$ cat src/include/rvCore_defines.svh
`ifndef RV_CORE_DEFINES_SVH
`define RV_CORE_DEFINES_SVH

// Datapath width
`define RV_XLEN 32

// Architectural integer registers
`define RV_REG_COUNT 32

// Data memory depth in 32-bit words, power of two
`define RV_DMEM_WORDS 256

// First fetch address after reset
`define RV_RESET_PC 32'h0000_0000

`endif

$ cat src/design/rvPkg.sv
`default_nettype none

package rvPkg;

    typedef enum logic [3:0] {
        aluAdd = 4'b0000,
        aluSub = 4'b0001,
        aluAnd = 4'b0010,
        aluOr  = 4'b0011,
        aluSll = 4'b0100,
        aluSlt = 4'b0101,
        aluSrl = 4'b0110,
        aluSra = 4'b0111,
        aluGe  = 4'b1000, // 0 when a >= b signed
        aluXor = 4'b1001
    } aluCodeT;

    typedef enum logic [1:0] {
        opMem    = 2'b00,
        opBranch = 2'b01,
        opFunc   = 2'b10
    } aluOpT;

    typedef enum logic [1:0] {
        sizeWord = 2'b00,
        sizeByte = 2'b01,
        sizeHalf = 2'b10
    } dataSizeT;

    typedef enum logic [1:0] {
        resultAlu = 2'b00,
        resultMem = 2'b01,
        resultPc4 = 2'b10
    } resultSrcT;

    typedef enum logic [1:0] {
        immI = 2'b00,
        immS = 2'b01,
        immB = 2'b10,
        immJ = 2'b11
    } immSelT;

    typedef struct packed {
        dataSizeT size;
        logic     zeroExt;
    } memAccessT;

    typedef struct packed {
        logic      regWrite;
        logic      memWrite;
        logic      branch;
        logic      jump;
        logic      aluSrcImm;
        resultSrcT resultSrc;
        immSelT    immSel;
        aluOpT     aluOp;
        logic      altFunct; // Qualified instr[30]
    } ctrlT;

endpackage

`default_nettype wire

$ cat src/design/alu.sv
`timescale 1ns/1ps
`default_nettype none

`include "rvCore_defines.svh"

module alu (
    input  wire logic [`RV_XLEN-1:0] a,
    input  wire logic [`RV_XLEN-1:0] b,
    input  rvPkg::aluCodeT           aluCode,
    output logic [`RV_XLEN-1:0]      result,
    output logic                     zero
);
    import rvPkg::*;

    logic [4:0] shamt;
    logic       lessSigned;

    assign shamt      = b[4:0];
    assign lessSigned = $signed(a) < $signed(b);

    always_comb begin
        result = '0; // Unused codes
        case (aluCode)
            aluAdd: result = a + b;
            aluSub: result = a - b;
            aluAnd: result = a & b;
            aluOr:  result = a | b;
            aluXor: result = a ^ b;
            aluSll: result = a << shamt;
            aluSrl: result = a >> shamt;
            aluSra: result = $unsigned($signed(a) >>> shamt);
            aluSlt: result[0] = lessSigned;
            aluGe:  result[0] = lessSigned; // Zero when a >= b
            default: result = '0;
        endcase
    end

    // Branch condition for both beq and bge
    assign zero = (result == '0);

endmodule

`default_nettype wire

$ cat config.mk
export PLATFORM = sky130hd
export DESIGN_NAME = alu
export DESIGN_NICKNAME = d
export VERILOG_FILES = /design/src/design/rvPkg.sv /design/src/design/alu.sv
export VERILOG_INCLUDE_DIRS = /design/src /design/src/include
export SDC_FILE = /design/constraint.sdc
export NUM_CORES = 1
export LEC_CHECK = 0
export ABC_AREA = 1
export BUFFER_PORTS_ARGS = -buffer_cell sky130_fd_sc_hd__buf_2
export CELL_PAD_IN_SITES_DETAIL_PLACEMENT = 1
export CELL_PAD_IN_SITES_GLOBAL_PLACEMENT = 2
export CORE_MARGIN = 3
export CORE_UTILIZATION = 27
export DETAILED_ROUTE_END_ITERATION = 7
export PLACE_DENSITY_LB_ADDON = 0.1
export SLEW_MARGIN = 30
export SYNTH_ARGS = -nofsm -noshare
export SYNTH_HDL_FRONTEND = slang
export SYNTH_SLANG_ARGS = --single-unit
$ cat constraint.sdc
create_clock -name vclk -period 3
set_clock_uncertainty 0.15 [all_clocks]
set_input_delay 0.45 -clock vclk [all_inputs]
set_output_delay 0.45 -clock vclk [all_outputs]
set_load 0.03 [all_outputs]
# Word level (Yosys, flattened, before mapping)
# Cells that the tools add are included.
# Widths: inputs -> output; s select.
[totals]
regBits = 0
inputBits = 68
output_inout_bits = 33
word_cells = 23
[op_classes]
addsub = 2
order_cmp = 1
eq_ne = 9
shift = 3
n_mux = 2
bitwise_logic = 3
n_reduce_logical = 3
[ops]
columns = ["cell", "n"]
rows = [
  ["$pmux 31 s8", 1],
  ["$add 32x32->32", 1],
  ["$and 32x32->32", 1],
  ["$logic_not 32->1", 1],
  ["$lt 32x32->1", 1],
  ["$or 32x32->32", 1],
  ["$shl 32x5->32", 1],
  ["$shr 32x5->32", 1],
  ["$sshr 32x5->32", 1],
  ["$sub 32x32->32", 1],
  ["$xor 32x32->32", 1],
  ["$eq 4x3->1 const B", 4],
  ["$pmux 1 s9", 1],
  ["$eq 4x2->1 const B", 2],
  ["$eq 4x4->1 const B", 2],
  ["$eq 4x1->1 const B", 1],
  ["$logic_not 4->1", 1],
  ["$reduce_or 2->1", 1],
]

# Longest topological paths before layout
# Gate-level depths: netlist of the first run.
[depth]
word_depth = 4
ltp_mapped = 23
ltp_nobuf = 21

# Worst setup path after synthesis of the first run
# OpenSTA, ideal clock, no wires.
[synth_path]
kind = "input to output"
from = "input port b[4]"
to = "output port zero"
arrival_ps = 3318
required_time_ps = 2400
setup_slack_ps = -918
stages = 20
path_buffers = 3
cell_sequence = "inv_1 > buf_2 > clkbuf_1 > ha_1 > buf_2 > nor2_1 > nand2_1 > nor2_1 > nand2_1 > nand3_1 > nand2_1 > nand2_1 > nand2_1 > nand3_1 > nand4_1 > nor2_1 > nand2_1 > nor2_1 > nand2_1 > nor2_1"
[synth_via]
elab_chain_cells = 3
word_cells_on_any_way = 12
cone_classes = "add/sub: 2; order compare: 1; shift: 3; mux: 2; bitwise: 3; reduce/logical: 1"
[synth_rtl]
columns = ["element", "line_no", "source"]
rows = [
  ["start: declaration", "alu.sv:8", "input wire logic [`RV_XLEN-1:0] b,"],
  ["$sub 32x32->32 (tied with other cells)", "alu.sv:25", "aluSub: result = a - b;"],
  ["$pmux 31 s8 (*)", "alu.sv:23", "case (aluCode)"],
  ["net result[19]", "alu.sv:10", "output logic [`RV_XLEN-1:0] result,"],
  ["$logic_not 32->1 (*)", "alu.sv:39", "assign zero = (result == '0);"],
  ["end: declaration", "alu.sv:11", "output logic zero"],
]
# The timed path passes the listed nets; every way through them passes the cells marked *.

# Worst setup path in the final report of the first run
[layout_path]
from = "input port b[5]"
to = "output port zero"
[layout_via]
elab_chain_cells = 3
word_cells_on_any_way = 9
cone_classes = "add/sub: 2; order compare: 1; mux: 2; bitwise: 3; reduce/logical: 1"
[layout_rtl]
columns = ["element", "line_no"]
rows = [
  ["$sub 32x32->32 (tied with other cells)", "alu.sv:25"],
  ["$pmux 31 s8 / $pmux 1 s9 (equally long branches)", "alu.sv:23"],
  ["$logic_not 32->1 (*)", "alu.sv:39"],
]
# Mark *: on every way between the ends. The rest lies on a longest branch, timed or not.

==> results by group, run 1 <==
Critical path
  • Critical path arrival: approximately 2.9 ns
  • Data required time of the critical path: between 2 and 2.5 ns
  • Endpoint class of the critical path: primary output
  • Setup CP Type: in2out
  • Crit path from: b[5]
  • Crit-path max FO: 5
  • CP Launch Type: primary input

Pwr
  • Lkg Pwr: a little over 10 nW
  • Clk pwr share: 0%
  • Switching Power: about 2.3 mW
  • Design Power: around 3.9 mW
  • Logic pwr share: between 90% and 100%
  • Flop pwr share: 0%
  • Worst ir drop on vdd: about 0.092 mV
  • Pint: ~1.6 mW
  • Sw frac: between 50% and 60%
  • PwrDens: a little over 200 nW/µm²

Final layout
  • Non-Filler Instances: between 3000 and 4000
  • Final instance area: 19010 µm²
  • Sequential cell count: 0
  • Layout cell share with drive strength beyond 1: 48.10%
  • Synth-to-layout area growth: 83.15%
  • Final Net Count: a little under 3000
  • Leading cell type in the layout, fill and taps excluded: nand2_1
  • Seq. cell area: 0 µm²
  • Ant diodes: 0
  • CLK BUF: 0
  • Filler Cell Count: between 5000 and 6000
  • Commonest cells after routing, fill and taps aside: nand2_1 (583), buf_4 (563), nand3_1 (317)

Yosys
  • Post-Synthesis Cell Area: between 10000 and 15000 µm²
  • Syn Nets: between 2000 and 2500
  • Post-Syn Instances: about 2200
  • Syn Area/Cell: 4.722 µm²
  • Yosys cell types: 39
  • Largest family of logic cells by synthesized area: simple AND/OR/NAND/NOR gates
  • Simple-gate share of the synthesized area: about three fifths
  • Synth Area in Adders: between 10% and 20%
  • Top post-synthesis cells by area: nand2_1 (29%), nand3_1 (21%), ha_1 (12%), inv_1 (11%), nor2_1 (7.3%)
  • Synth Area in Compound Gates: roughly 9.6%
  • Synth Warn #: 0
  • Xor/xnor cell area share of the yosys netlist: less than 1%
  • Post-synthesis sequential area ratio: 0%
  • Share of the synthesized area in the top cell type: 28.82%
  • Synth area leader: nand2_1
  • Post-synthesis mux area share: 0%

Global route
  • Initial antenna violation count: 0
  • GR Util All Layers: between 30% and 40%
  • Remaining global-route overflow: 0
  • Largest net degree at the start of global routing: 48
  • Number of global-route vias before repair: 17970
  • First-pass GRT wire length: between 100000 and 150000 µm

Floorplanning
  • Chip width: roughly 200 µm
  • IO Pins: 101
  • Die height: just over 200 µm
  • Initial core utilization: 27.49%
  • Core Area: approximately 38000 µm²
  • Die ar.: a little over 40000 µm²
  • Row count: 71

Min path
  • Hold Crit Class: in2out
  • Hold endpoint: result[3]
  • Min-delay src: a[3]
  • Worst Hold Path Cells: 8

Timing
  • Final Worst Setup Slack: -0.5055 ns
  • Setup TNS: -2.226 ns
  • Min Tclk post-route: ~3.5 ns
  • Final hold slack: between 1.5 and 2 ns
  • Period utilization: 116.8%
  • Actual slew at the worst max-slew pin: 0.6568 ns
  • Final Max Tran Viols: 0
  • Hold Violations, Final: 0
  • Relative slew margins: approximately 56%
  • Setup Viol. Count Final: 16
  • RSZ-0062 raised after global routing: yes
  • FMAX: ~0.29 GHz

Placement
  • Port Buffers: roughly 100
  • HPWL Detailed: between 60000 and 70000 µm
  • Placed Area: between 15000 and 20000 µm²
  • Routability cong.: about 0.97
  • Inst Count DP: between 3000 and 4000

Run status
  • Status: finished, violations left
  • Failing checks: setup timing

Route
  • Remaining antenna violation count: 0
  • Detailed Route Iter0 Violations: between 1000 and 1500
  • DR vias: around 17000
  • DRC Markers: 0
  • DRT Pass-1 Iters: 5
  • Wirelength, routed: 75300 µm
  • Vias per inst: 5.244
  • Wire per inst: ~23 µm

Job
  • Max-cap violations: 0

Clock network
  • Hold_buf cts: 0
[cells in the mapped netlist]
master and instances:
o22ai_1 22, o21ai_0 45, inv_4 1, o221ai_1 2
nand2_1 797, o2111ai_1 2, nor3_1 16, nand3_2 1
o21bai_1 10, a31oi_1 4, nand3_1 434, buf_6 5
nor2_4 4, clkbuf_1 21, a311oi_1 1, and2_1 16
xor2_1 2, nand2_4 1, and3_1 3, clkbuf_2 3
buf_4 7, inv_1 298, a21oi_1 72, or2_2 3
a211oi_1 1, or2_1 2, nand2_2 6, nand4_1 18
nand3b_1 5, ha_1 100, buf_1 14, o211ai_1 9
inv_2 11, nor2_2 4, fa_1 2, o21ai_1 8
nor2_1 202, buf_2 44, o21a_1 2
[worst max-delay path by stage]
| stage | slack [ns] | end |
|---|---|---|
| floorplan | -0.36 | zero |
| global placement | -1.06 | zero |
| detailed placement | -1.11 | zero |
| CTS | -0.51 | zero |
| global route | -0.61 | zero |
| finish | -0.51 | zero |
[kinds of logic after synthesis]
family / count (synthesis)
buffers and inverters: 404
AOI/OAI and AO/OA: 178
xor gates and xnor gates: 2
and+or+nand+nor: 1512
adders and majority gates: 102
[per-layer routing]
layer  GRT usage, %  wire (µm)
met5              0          0
met4          10.72       2865
met3          2.738       3865
met2          60.50      36290
met1          45.15      32270
[area by class of cell]
type | instances | area, µm² | area share [%]
Inverter | 310 | 1229 | 6.464
Multi-Input combinational cell | 1794 | 11380 | 59.89
Tap cell | 511 | 639.4 | 3.364
Timing Repair Buffer | 707 | 5756 | 30.28
[worst max-delay path: stages]
cell	delay (ns)
buf_2	0.11
inv_2	0.08
ha_4	0.23
buf_4	0.15
nor2_4	0.15
buf_4	0.15
nand2_1	0.05
nand2_1	0.08
nand2_1	0.09
nand3_4	0.10
buf_6	0.12
nand2_2	0.05
nand2_2	0.09
o21ai_4	0.07
nor2_2	0.12
nand2_1	0.09
nor2_1	0.11
nand2_1	0.08
nor2_2	0.13
nand2_2	0.09
nor2_4	0.14
buf_6	0.16
[power groups by stage]
stage	Sequential (mW)	Combinational, mW	Clock, mW
2_1_floorplan	0	1.42	0
3_3_place_gp	0	2.94	0
3_5_place_dp	0	2.99	0
4_1_cts	0	3.43	0
5_1_grt	0	4.10	0
6_report	0	3.86	0
[through the flow]
step	setup slack (ns)	util [%]
finish	-0.5055	50.35
floorplan	-0.3609	-
global placement	-1.058	41.10
detailed placement	-1.109	41.10
global route	-0.6052	50.35
CTS	-0.5130	46.19
[timing repair]
item	4_1_cts	5_1_grt
resized for setup	467	427
pin swaps	105	154
gates cloned	4	0
setup buffers	27	23
endpoints found under the setup margin	33	33
Note: power is estimated with default switching activity, not from simulation.
==> run 2, diff against run 1 <==
--- a/config.mk
+++ b/config.mk
@@ -10,7 +10,6 @@
 export BUFFER_PORTS_ARGS = -buffer_cell sky130_fd_sc_hd__buf_2
 export CELL_PAD_IN_SITES_DETAIL_PLACEMENT = 1
 export CELL_PAD_IN_SITES_GLOBAL_PLACEMENT = 2
-export CORE_MARGIN = 3
 export CORE_UTILIZATION = 27
 export DETAILED_ROUTE_END_ITERATION = 7
 export PLACE_DENSITY_LB_ADDON = 0.1
==> run 2 against run 1 <==
The run still ends with setup timing left. Highest routed layer is now met5. Sequential share of layout area unchanged. Setup slack worse by 0.023 ns. Routed wire length up 2.1%. Sequential cell count unchanged. Die area down 3.9%. Count of clock-buffer cells in the layout unchanged. Cell count up 0.99%. Largest cell class unchanged. Hold slack better by 0.046 ns. Critical path depth down 1.
==> results by group, run 2 (synthesis results as in run 1) <==
Run status
  • Status: finished, violations left (unchanged)
  • Failing checks: setup timing (unchanged)

Min path
  • Min-delay src: b[3] (was a[3])
  • Hold Crit Class: in2out (unchanged)

Floorplanning
  • Die ar.: 39230 µm² (was 40830 µm²)
  • Initial core utilization: 27.49% (unchanged)
  • Die height: 198.1 µm (was 202.1 µm)
  • Row count: 71 (unchanged)
  • Core Area: 37760 µm² (unchanged)
  • Chip width: 198.1 µm (was 202.1 µm)
  • IO Pins: 101 (unchanged)

Final layout
  • Synth-to-layout area growth: 93.76% (was 83.15%)
  • Commonest cells after routing, fill and taps aside: buf_4 (566), nand2_1 (536), nand3_1 (278) (was nand2_1 (583), buf_4 (563), nand3_1 (317))
  • Filler Cell Count: 5040 (was 5195)
  • Non-Filler Instances: 3355 (was 3322)
  • Layout cell share with drive strength beyond 1: 53.57% (was 48.10%)
  • Seq. cell area: 0 µm² (unchanged)
  • Final Net Count: 3015 (was 2983)
  • CLK BUF: 0 (unchanged)
  • Leading cell type in the layout, fill and taps excluded: buf_4 (was nand2_1)
  • Sequential cell count: 0 (unchanged)

Critical path
  • CP Launch Type: primary input (unchanged)
  • Worst setup endpoint: zero (unchanged)
  • Setup CP Type: in2out (unchanged)
  • Endpoint class of the critical path: primary output (unchanged)
  • Crit path from: a[4] (was b[5])
  • Critical path arrival: 2.93 ns (was 2.91 ns)
  • Crit-path max FO: 7 (was 5)
  • Data required time of the critical path: 2.40 ns (about the same)

Pwr
  • Logic pwr share: 100.0% (about the same)
  • Switching Power: 2.386 mW (was 2.259 mW)
  • Worst ir drop on vdd: 0.08247 mV (was 0.09231 mV)
  • Design Power: 4.136 mW (was 3.865 mW)
  • Sw frac: 57.69% (was 58.46%)
  • Pint: 1.750 mW (was 1.605 mW)
  • Clk pwr share: 0% (about the same)
  • PwrDens: 205.7 nW/µm² (was 203.3 nW/µm²)
  • Flop pwr share: 0% (about the same)
  • Lkg Pwr: 10.59 nW (was 10.14 nW)

Route
  • DRC Markers: 0 (unchanged)
  • Vias per inst: 5.241 (was 5.244)
  • DRT Pass-1 Iters: 5 (unchanged)
  • DR vias: 17580 (was 17420)
  • Remaining antenna violation count: 0 (unchanged)
  • Detailed Route Iter0 Violations: 1103 (was 1133)
  • Wirelength, routed: 76880 µm (was 75300 µm)
  • Wire per inst: 22.91 µm (was 22.67 µm)

Timing
  • Hold Violations, Final: 0 (unchanged)
  • Relative slew margins: 60.99% (was 55.75%)
  • Final Worst Setup Slack: -0.5287 ns (was -0.5055 ns)
  • Period utilization: 117.6% (was 116.8%)
  • Final Max Tran Viols: 0 (unchanged)
  • Setup Viol. Count Final: 23 (was 16)
  • Min Tclk post-route: 3.529 ns (was 3.505 ns)
  • RSZ-0062 raised after global routing: yes (unchanged)
  • Actual slew at the worst max-slew pin: 0.5790 ns (was 0.6568 ns)
  • FMAX: 0.2834 GHz (was 0.2853 GHz)

Placement
  • Routability cong.: 0.9603 (was 0.9675)
  • Inst Count DP: 3279 (was 3273)
  • HPWL Detailed: 61730 µm (was 61310 µm)
  • Port Buffers: 101 (unchanged)

Global route
  • Number of global-route vias before repair: 18270 (was 17970)
  • First-pass GRT wire length: 108800 µm (was 108300 µm)
  • Remaining global-route overflow: 0 (unchanged)
  • GR Util All Layers: 37.26% (was 34.56%)
  • Largest net degree at the start of global routing: 49 (was 48)
  • Initial antenna violation count: 2 (was 0)

Clock network
  • Hold_buf cts: 0 (unchanged)

Job
  • Max-cap violations: 0 (unchanged)
==> run 2: cell type report <==
type	instances	area [µm²]	area share (%)
inverters	310	1234	6.135
diodes	1	2.502	0.01244
multi-input cells	1795	12000	59.68
well taps	511	639.4	3.179
repair buffers	738	6233	31.00
==> run 2: routing by layer <==
| layer | global-route usage [%] | routed length, µm |
|---|---|---|
| met1 | 46.31 | 32360 |
| met5 | 0 | 12 |
| met2 | 64.75 | 37040 |
| met4 | 15.59 | 3617 |
| met3 | 4.173 | 3842 |
==> run 2: power groups by stage <==
| stage | clock network (mW) | logic [mW] | registers [mW] |
|---|---|---|---|
| after global routing | 0 | 4.35 | 0 |
| after CTS | 0 | 3.57 | 0 |
| after detailed placement | 0 | 3.00 | 0 |
| after floorplan | 0 | 1.42 | 0 |
| final | 0.000000114 | 4.14 | 0 |
| after global placement | 0 | 2.94 | 0 |
==> run 2: how the worst min path moves through the flow <==
stage	to	slack, ns	cells past startpoint
3_3_place_gp	result[1]	1.68	8
5_1_grt	result[0]	1.62	9
4_1_cts	result[1]	1.59	8
3_5_place_dp	result[1]	1.70	8
2_1_floorplan	result[0]	1.14	4
6_report	result[3]	1.61	8
==> run 2: what timing repair did <==
action / 4_1_cts / 5_1_grt
endpoints found under the hold margin: 0 / 0
buffers inserted: 36 / 44
endpoints found under the setup margin: 33 / 33
pin swaps: 129 / 207
cloned: 5 / 0
gates resized for setup: 627 / 509
==> run 2: worst max-delay path: stages <==
cell      delay (ns)
buf_6           0.10
inv_2           0.07
ha_4            0.22
buf_12          0.15
nand2_4         0.10
inv_2           0.05
nand2_4         0.08
nand2_1         0.09
nand2_1         0.09
nand3b_1        0.14
buf_6           0.17
nand2_1         0.11
nand3_1         0.13
nand3_2         0.10
nand3_2         0.11
nor2_2          0.14
nand2_1         0.07
nor2_2          0.11
nand2_2         0.10
nor2_4          0.18
buf_6           0.15
==> run 2: through the flow <==
stage / util [%] / hold slack [ns] / setup TNS, ns / setup slack (ns) / area (µm²)
floorplan: - / 1.136 / -0.3609 / -0.3609 / 10570
global placement: 41.19 / 1.676 / -9.753 / -0.9452 / 15550
detailed placement: 41.19 / 1.702 / -11.19 / -0.9917 / 15550
global route: 53.26 / 1.624 / -4.339 / -0.6120 / 20110
finish: 53.26 / 1.613 / -2.549 / -0.5287 / 20110
CTS: 47.86 / 1.588 / -0.9714 / -0.4607 / 18070
==> run 3, diff against run 2 <==
--- a/config.mk
+++ b/config.mk
@@ -13,6 +13,7 @@
 export CORE_UTILIZATION = 27
 export DETAILED_ROUTE_END_ITERATION = 7
 export PLACE_DENSITY_LB_ADDON = 0.1
+export SKIP_LAST_GASP = 1
 export SLEW_MARGIN = 30
 export SYNTH_ARGS = -nofsm -noshare
 export SYNTH_HDL_FRONTEND = slang
==> run 3 against run 2 <==
The run still ends with setup timing left. Count of clock-buffer cells in the layout unchanged. Global-route usage fell by 0.26 points. Non-clock buffer count unchanged. Die area did not move. Power barely moved. Setup slack better by 0.044 ns. Combinational power is essentially flat. First-iteration DRC count shrank 5.6%. Sequential cell count unchanged. Sequential share of layout area is the same. Largest cell class unchanged. Largest power group unchanged.
==> results by group, run 3 (synthesis results as in run 1) <==
Final layout
  • Multi-input gate area: 12140 µm² (was 12000 µm²)
  • Final Net Count: 3015 (unchanged)
  • Post-layout util: 53.63% (was 53.26%)
  • Layout cell share with drive strength beyond 1: 54.06% (was 53.57%)
  • Non-Filler Instances: 3355 (unchanged)
  • Seq. cell area: 0 µm² (unchanged)
  • Synth-to-layout area growth: 95.08% (was 93.76%)
  • CLK BUF: 0 (unchanged)
  • Filler Cell Count: 5065 (was 5040)
  • Leading cell type in the layout, fill and taps excluded: buf_4 (unchanged)
  • Sequential cell count: 0 (unchanged)
  • Commonest cells after routing, fill and taps aside: buf_4 (578), nand2_1 (533), nand3_1 (255) (was buf_4 (566), nand2_1 (536), nand3_1 (278))

Global route
  • Initial antenna violation count: 1 (was 2)
  • GR Util All Layers: 37.00% (was 37.26%)
  • Largest net degree at the start of global routing: 49 (unchanged)
  • First-pass GRT wire length: 108100 µm (was 108800 µm)
  • Remaining global-route overflow: 0 (unchanged)
  • Number of global-route vias before repair: 18200 (was 18270)

Timing
  • Hold Violations, Final: 0 (unchanged)
  • FMAX: 0.2869 GHz (was 0.2834 GHz)
  • Final Worst Setup Slack: -0.4849 ns (was -0.5287 ns)
  • Setup Viol. Count Final: 20 (was 23)
  • Relative slew margins: 58.20% (was 60.99%)
  • Min Tclk post-route: 3.485 ns (was 3.529 ns)
  • RSZ-0062 raised after global routing: yes (unchanged)
  • Final Max Tran Viols: 0 (unchanged)
  • Actual slew at the worst max-slew pin: 0.6205 ns (was 0.5790 ns)
  • Period utilization: 116.2% (was 117.6%)

Critical path
  • Setup CP Type: in2out (unchanged)
  • CP max stage cell: o211ai_1 (was ha_4)
  • CP Launch Type: primary input (unchanged)
  • CP max stage delay: 0.35 ns (was 0.22 ns)
  • CP Buf/Inv Count: 6 (unchanged)
  • Crit path max-delay family: simple AND/OR/NAND/NOR gates (unchanged)
  • Data required time of the critical path: 2.40 ns (about the same)
  • Crit-path max FO: 8 (was 7)
  • Worst path cell trace: buf_8, buf_12, buf_16, nand2_4, buf_4, nand3_1, nand3_1, nand2_2, buf_4, o211ai_1, nand2_1, nor2_2, nand3_2, nor2_2, nand2_1, nor2_2, nand2_2, nor2_4, buf_6 (was buf_6, inv_2, ha_4, buf_12, nand2_4, inv_2, nand2_4, nand2_1, nand2_1, nand3b_1, buf_6, nand2_1, nand3_1, nand3_2, nand3_2, nor2_2, nand2_1, nor2_2, nand2_2, nor2_4, buf_6)
  • Endpoint class of the critical path: primary output (unchanged)
  • Critical path arrival: 2.88 ns (was 2.93 ns)
  • CP dominant cell by count: nor2_2 (was nand2_1)

Floorplanning
  • Die ar.: 39230 µm² (unchanged)
  • Core Area: 37760 µm² (unchanged)
  • Row count: 71 (unchanged)
  • Die height: 198.1 µm (unchanged)
  • Initial core utilization: 27.49% (unchanged)
  • IO Pins: 101 (unchanged)
  • Chip width: 198.1 µm (unchanged)

Route
  • Detailed Route Iter0 Violations: 1041 (was 1103)
  • DRC Markers: 0 (unchanged)
  • Wirelength, routed: 77710 µm (was 76880 µm)
  • Vias per inst: 5.288 (was 5.241)
  • Remaining antenna violation count: 0 (unchanged)
  • DR vias: 17740 (was 17580)
  • DRT Pass-1 Iters: 5 (unchanged)
  • Wire per inst: 23.16 µm (was 22.91 µm)

Placement
  • Worst slack, placed: -0.9917 ns (unchanged)
  • Port Buffers: 101 (unchanged)
  • Inst Count DP: 3279 (unchanged)
  • HPWL Detailed: 61730 µm (unchanged)
  • Routability cong.: 0.9603 (unchanged)

Run status
  • Status: finished, violations left (unchanged)
  • Failing checks: setup timing (unchanged)

Job
  • Max-cap violations: 0 (unchanged)

Pwr
  • Pint: 1.741 mW (was 1.750 mW)
  • Switching Power: 2.397 mW (was 2.386 mW)
  • Logic pwr share: 100.0% (about the same)
  • Lkg Pwr: 10.62 nW (was 10.59 nW)
  • Flop pwr share: 0% (about the same)
  • Clk pwr share: 0% (about the same)
  • PwrDens: 204.4 nW/µm² (was 205.7 nW/µm²)
  • Worst ir drop on vdd: 0.08336 mV (was 0.08247 mV)
  • Sw frac: 57.93% (was 57.69%)

Min path
  • Hold Crit Class: in2out (unchanged)
run 3: what timing repair did:
action | 4_1_cts | 5_1_grt
buffers inserted | 36 | 43
pin swaps | 128 | 222
hold buffers | 0 | 0
setup endpoints to repair | 33 | 33
cloned | 5 | 2
resized for setup | 570 | 586
run 3: final cells by class:
class / count / share of cell area (%)
Timing Repair Buffer: 738 / 30.71
Tap cell: 511 / 3.158
Antenna cell: 1 / 0.01236
Multi-Input combinational cell: 1795 / 59.96
Inverter: 310 / 6.155
run 3: power groups by stage:
stage                  clock, mW  combinational (mW)  sequential [mW]
global route                   0                4.35                0
global placement               0                2.94                0
CTS                            0                3.53                0
detailed placement             0                3.00                0
floorplan                      0                1.42                0
finish              0.0000000335                4.14                0
run 3: stage by stage:
step	hold WS, ns	setup TNS, ns	cell area [µm²]	power, mW
floorplan	1.136	-0.3609	10570	1.415
global placement	1.676	-9.753	15550	2.944
detailed placement	1.702	-11.19	15550	2.997
CTS	1.588	-1.593	17890	3.525
global route	1.602	-4.343	20240	4.350
finish	1.570	-2.392	20250	4.138
run 3: layer usage:
| layer | routed length [µm] | vias up | GRT usage (%) | share of wire, % |
|---|---|---|---|---|
| met1 | 32660 | 8698 | 46.12 | 42 |
| met3 | 3809 | 205 | 3.901 | 4.9 |
| li1 | - | 8308 | - | - |
| met4 | 3923 | 0 | 14.47 | 5.0 |
| met2 | 37320 | 530 | 64.79 | 48 |
| met5 | 0 | - | 0 | 0 |
run 3: tightest hold or removal path, delay by kind of cell:
| family | cells | cell delay (ns) |
|---|---|---|
| buf+inv | 5 | 0.50 |
| fa+ha+maj | 1 | 0.17 |
| simple gates | 1 | 0.08 |
| compound gates | 1 | 0.07 |
run 3: final timing paths:
path / slack (ns) / startpoint / to / cells after the start
hold / removal: 1.57 / a[3] / result[3] / 8
setup / recovery: -0.48 / b[0] / zero / 19
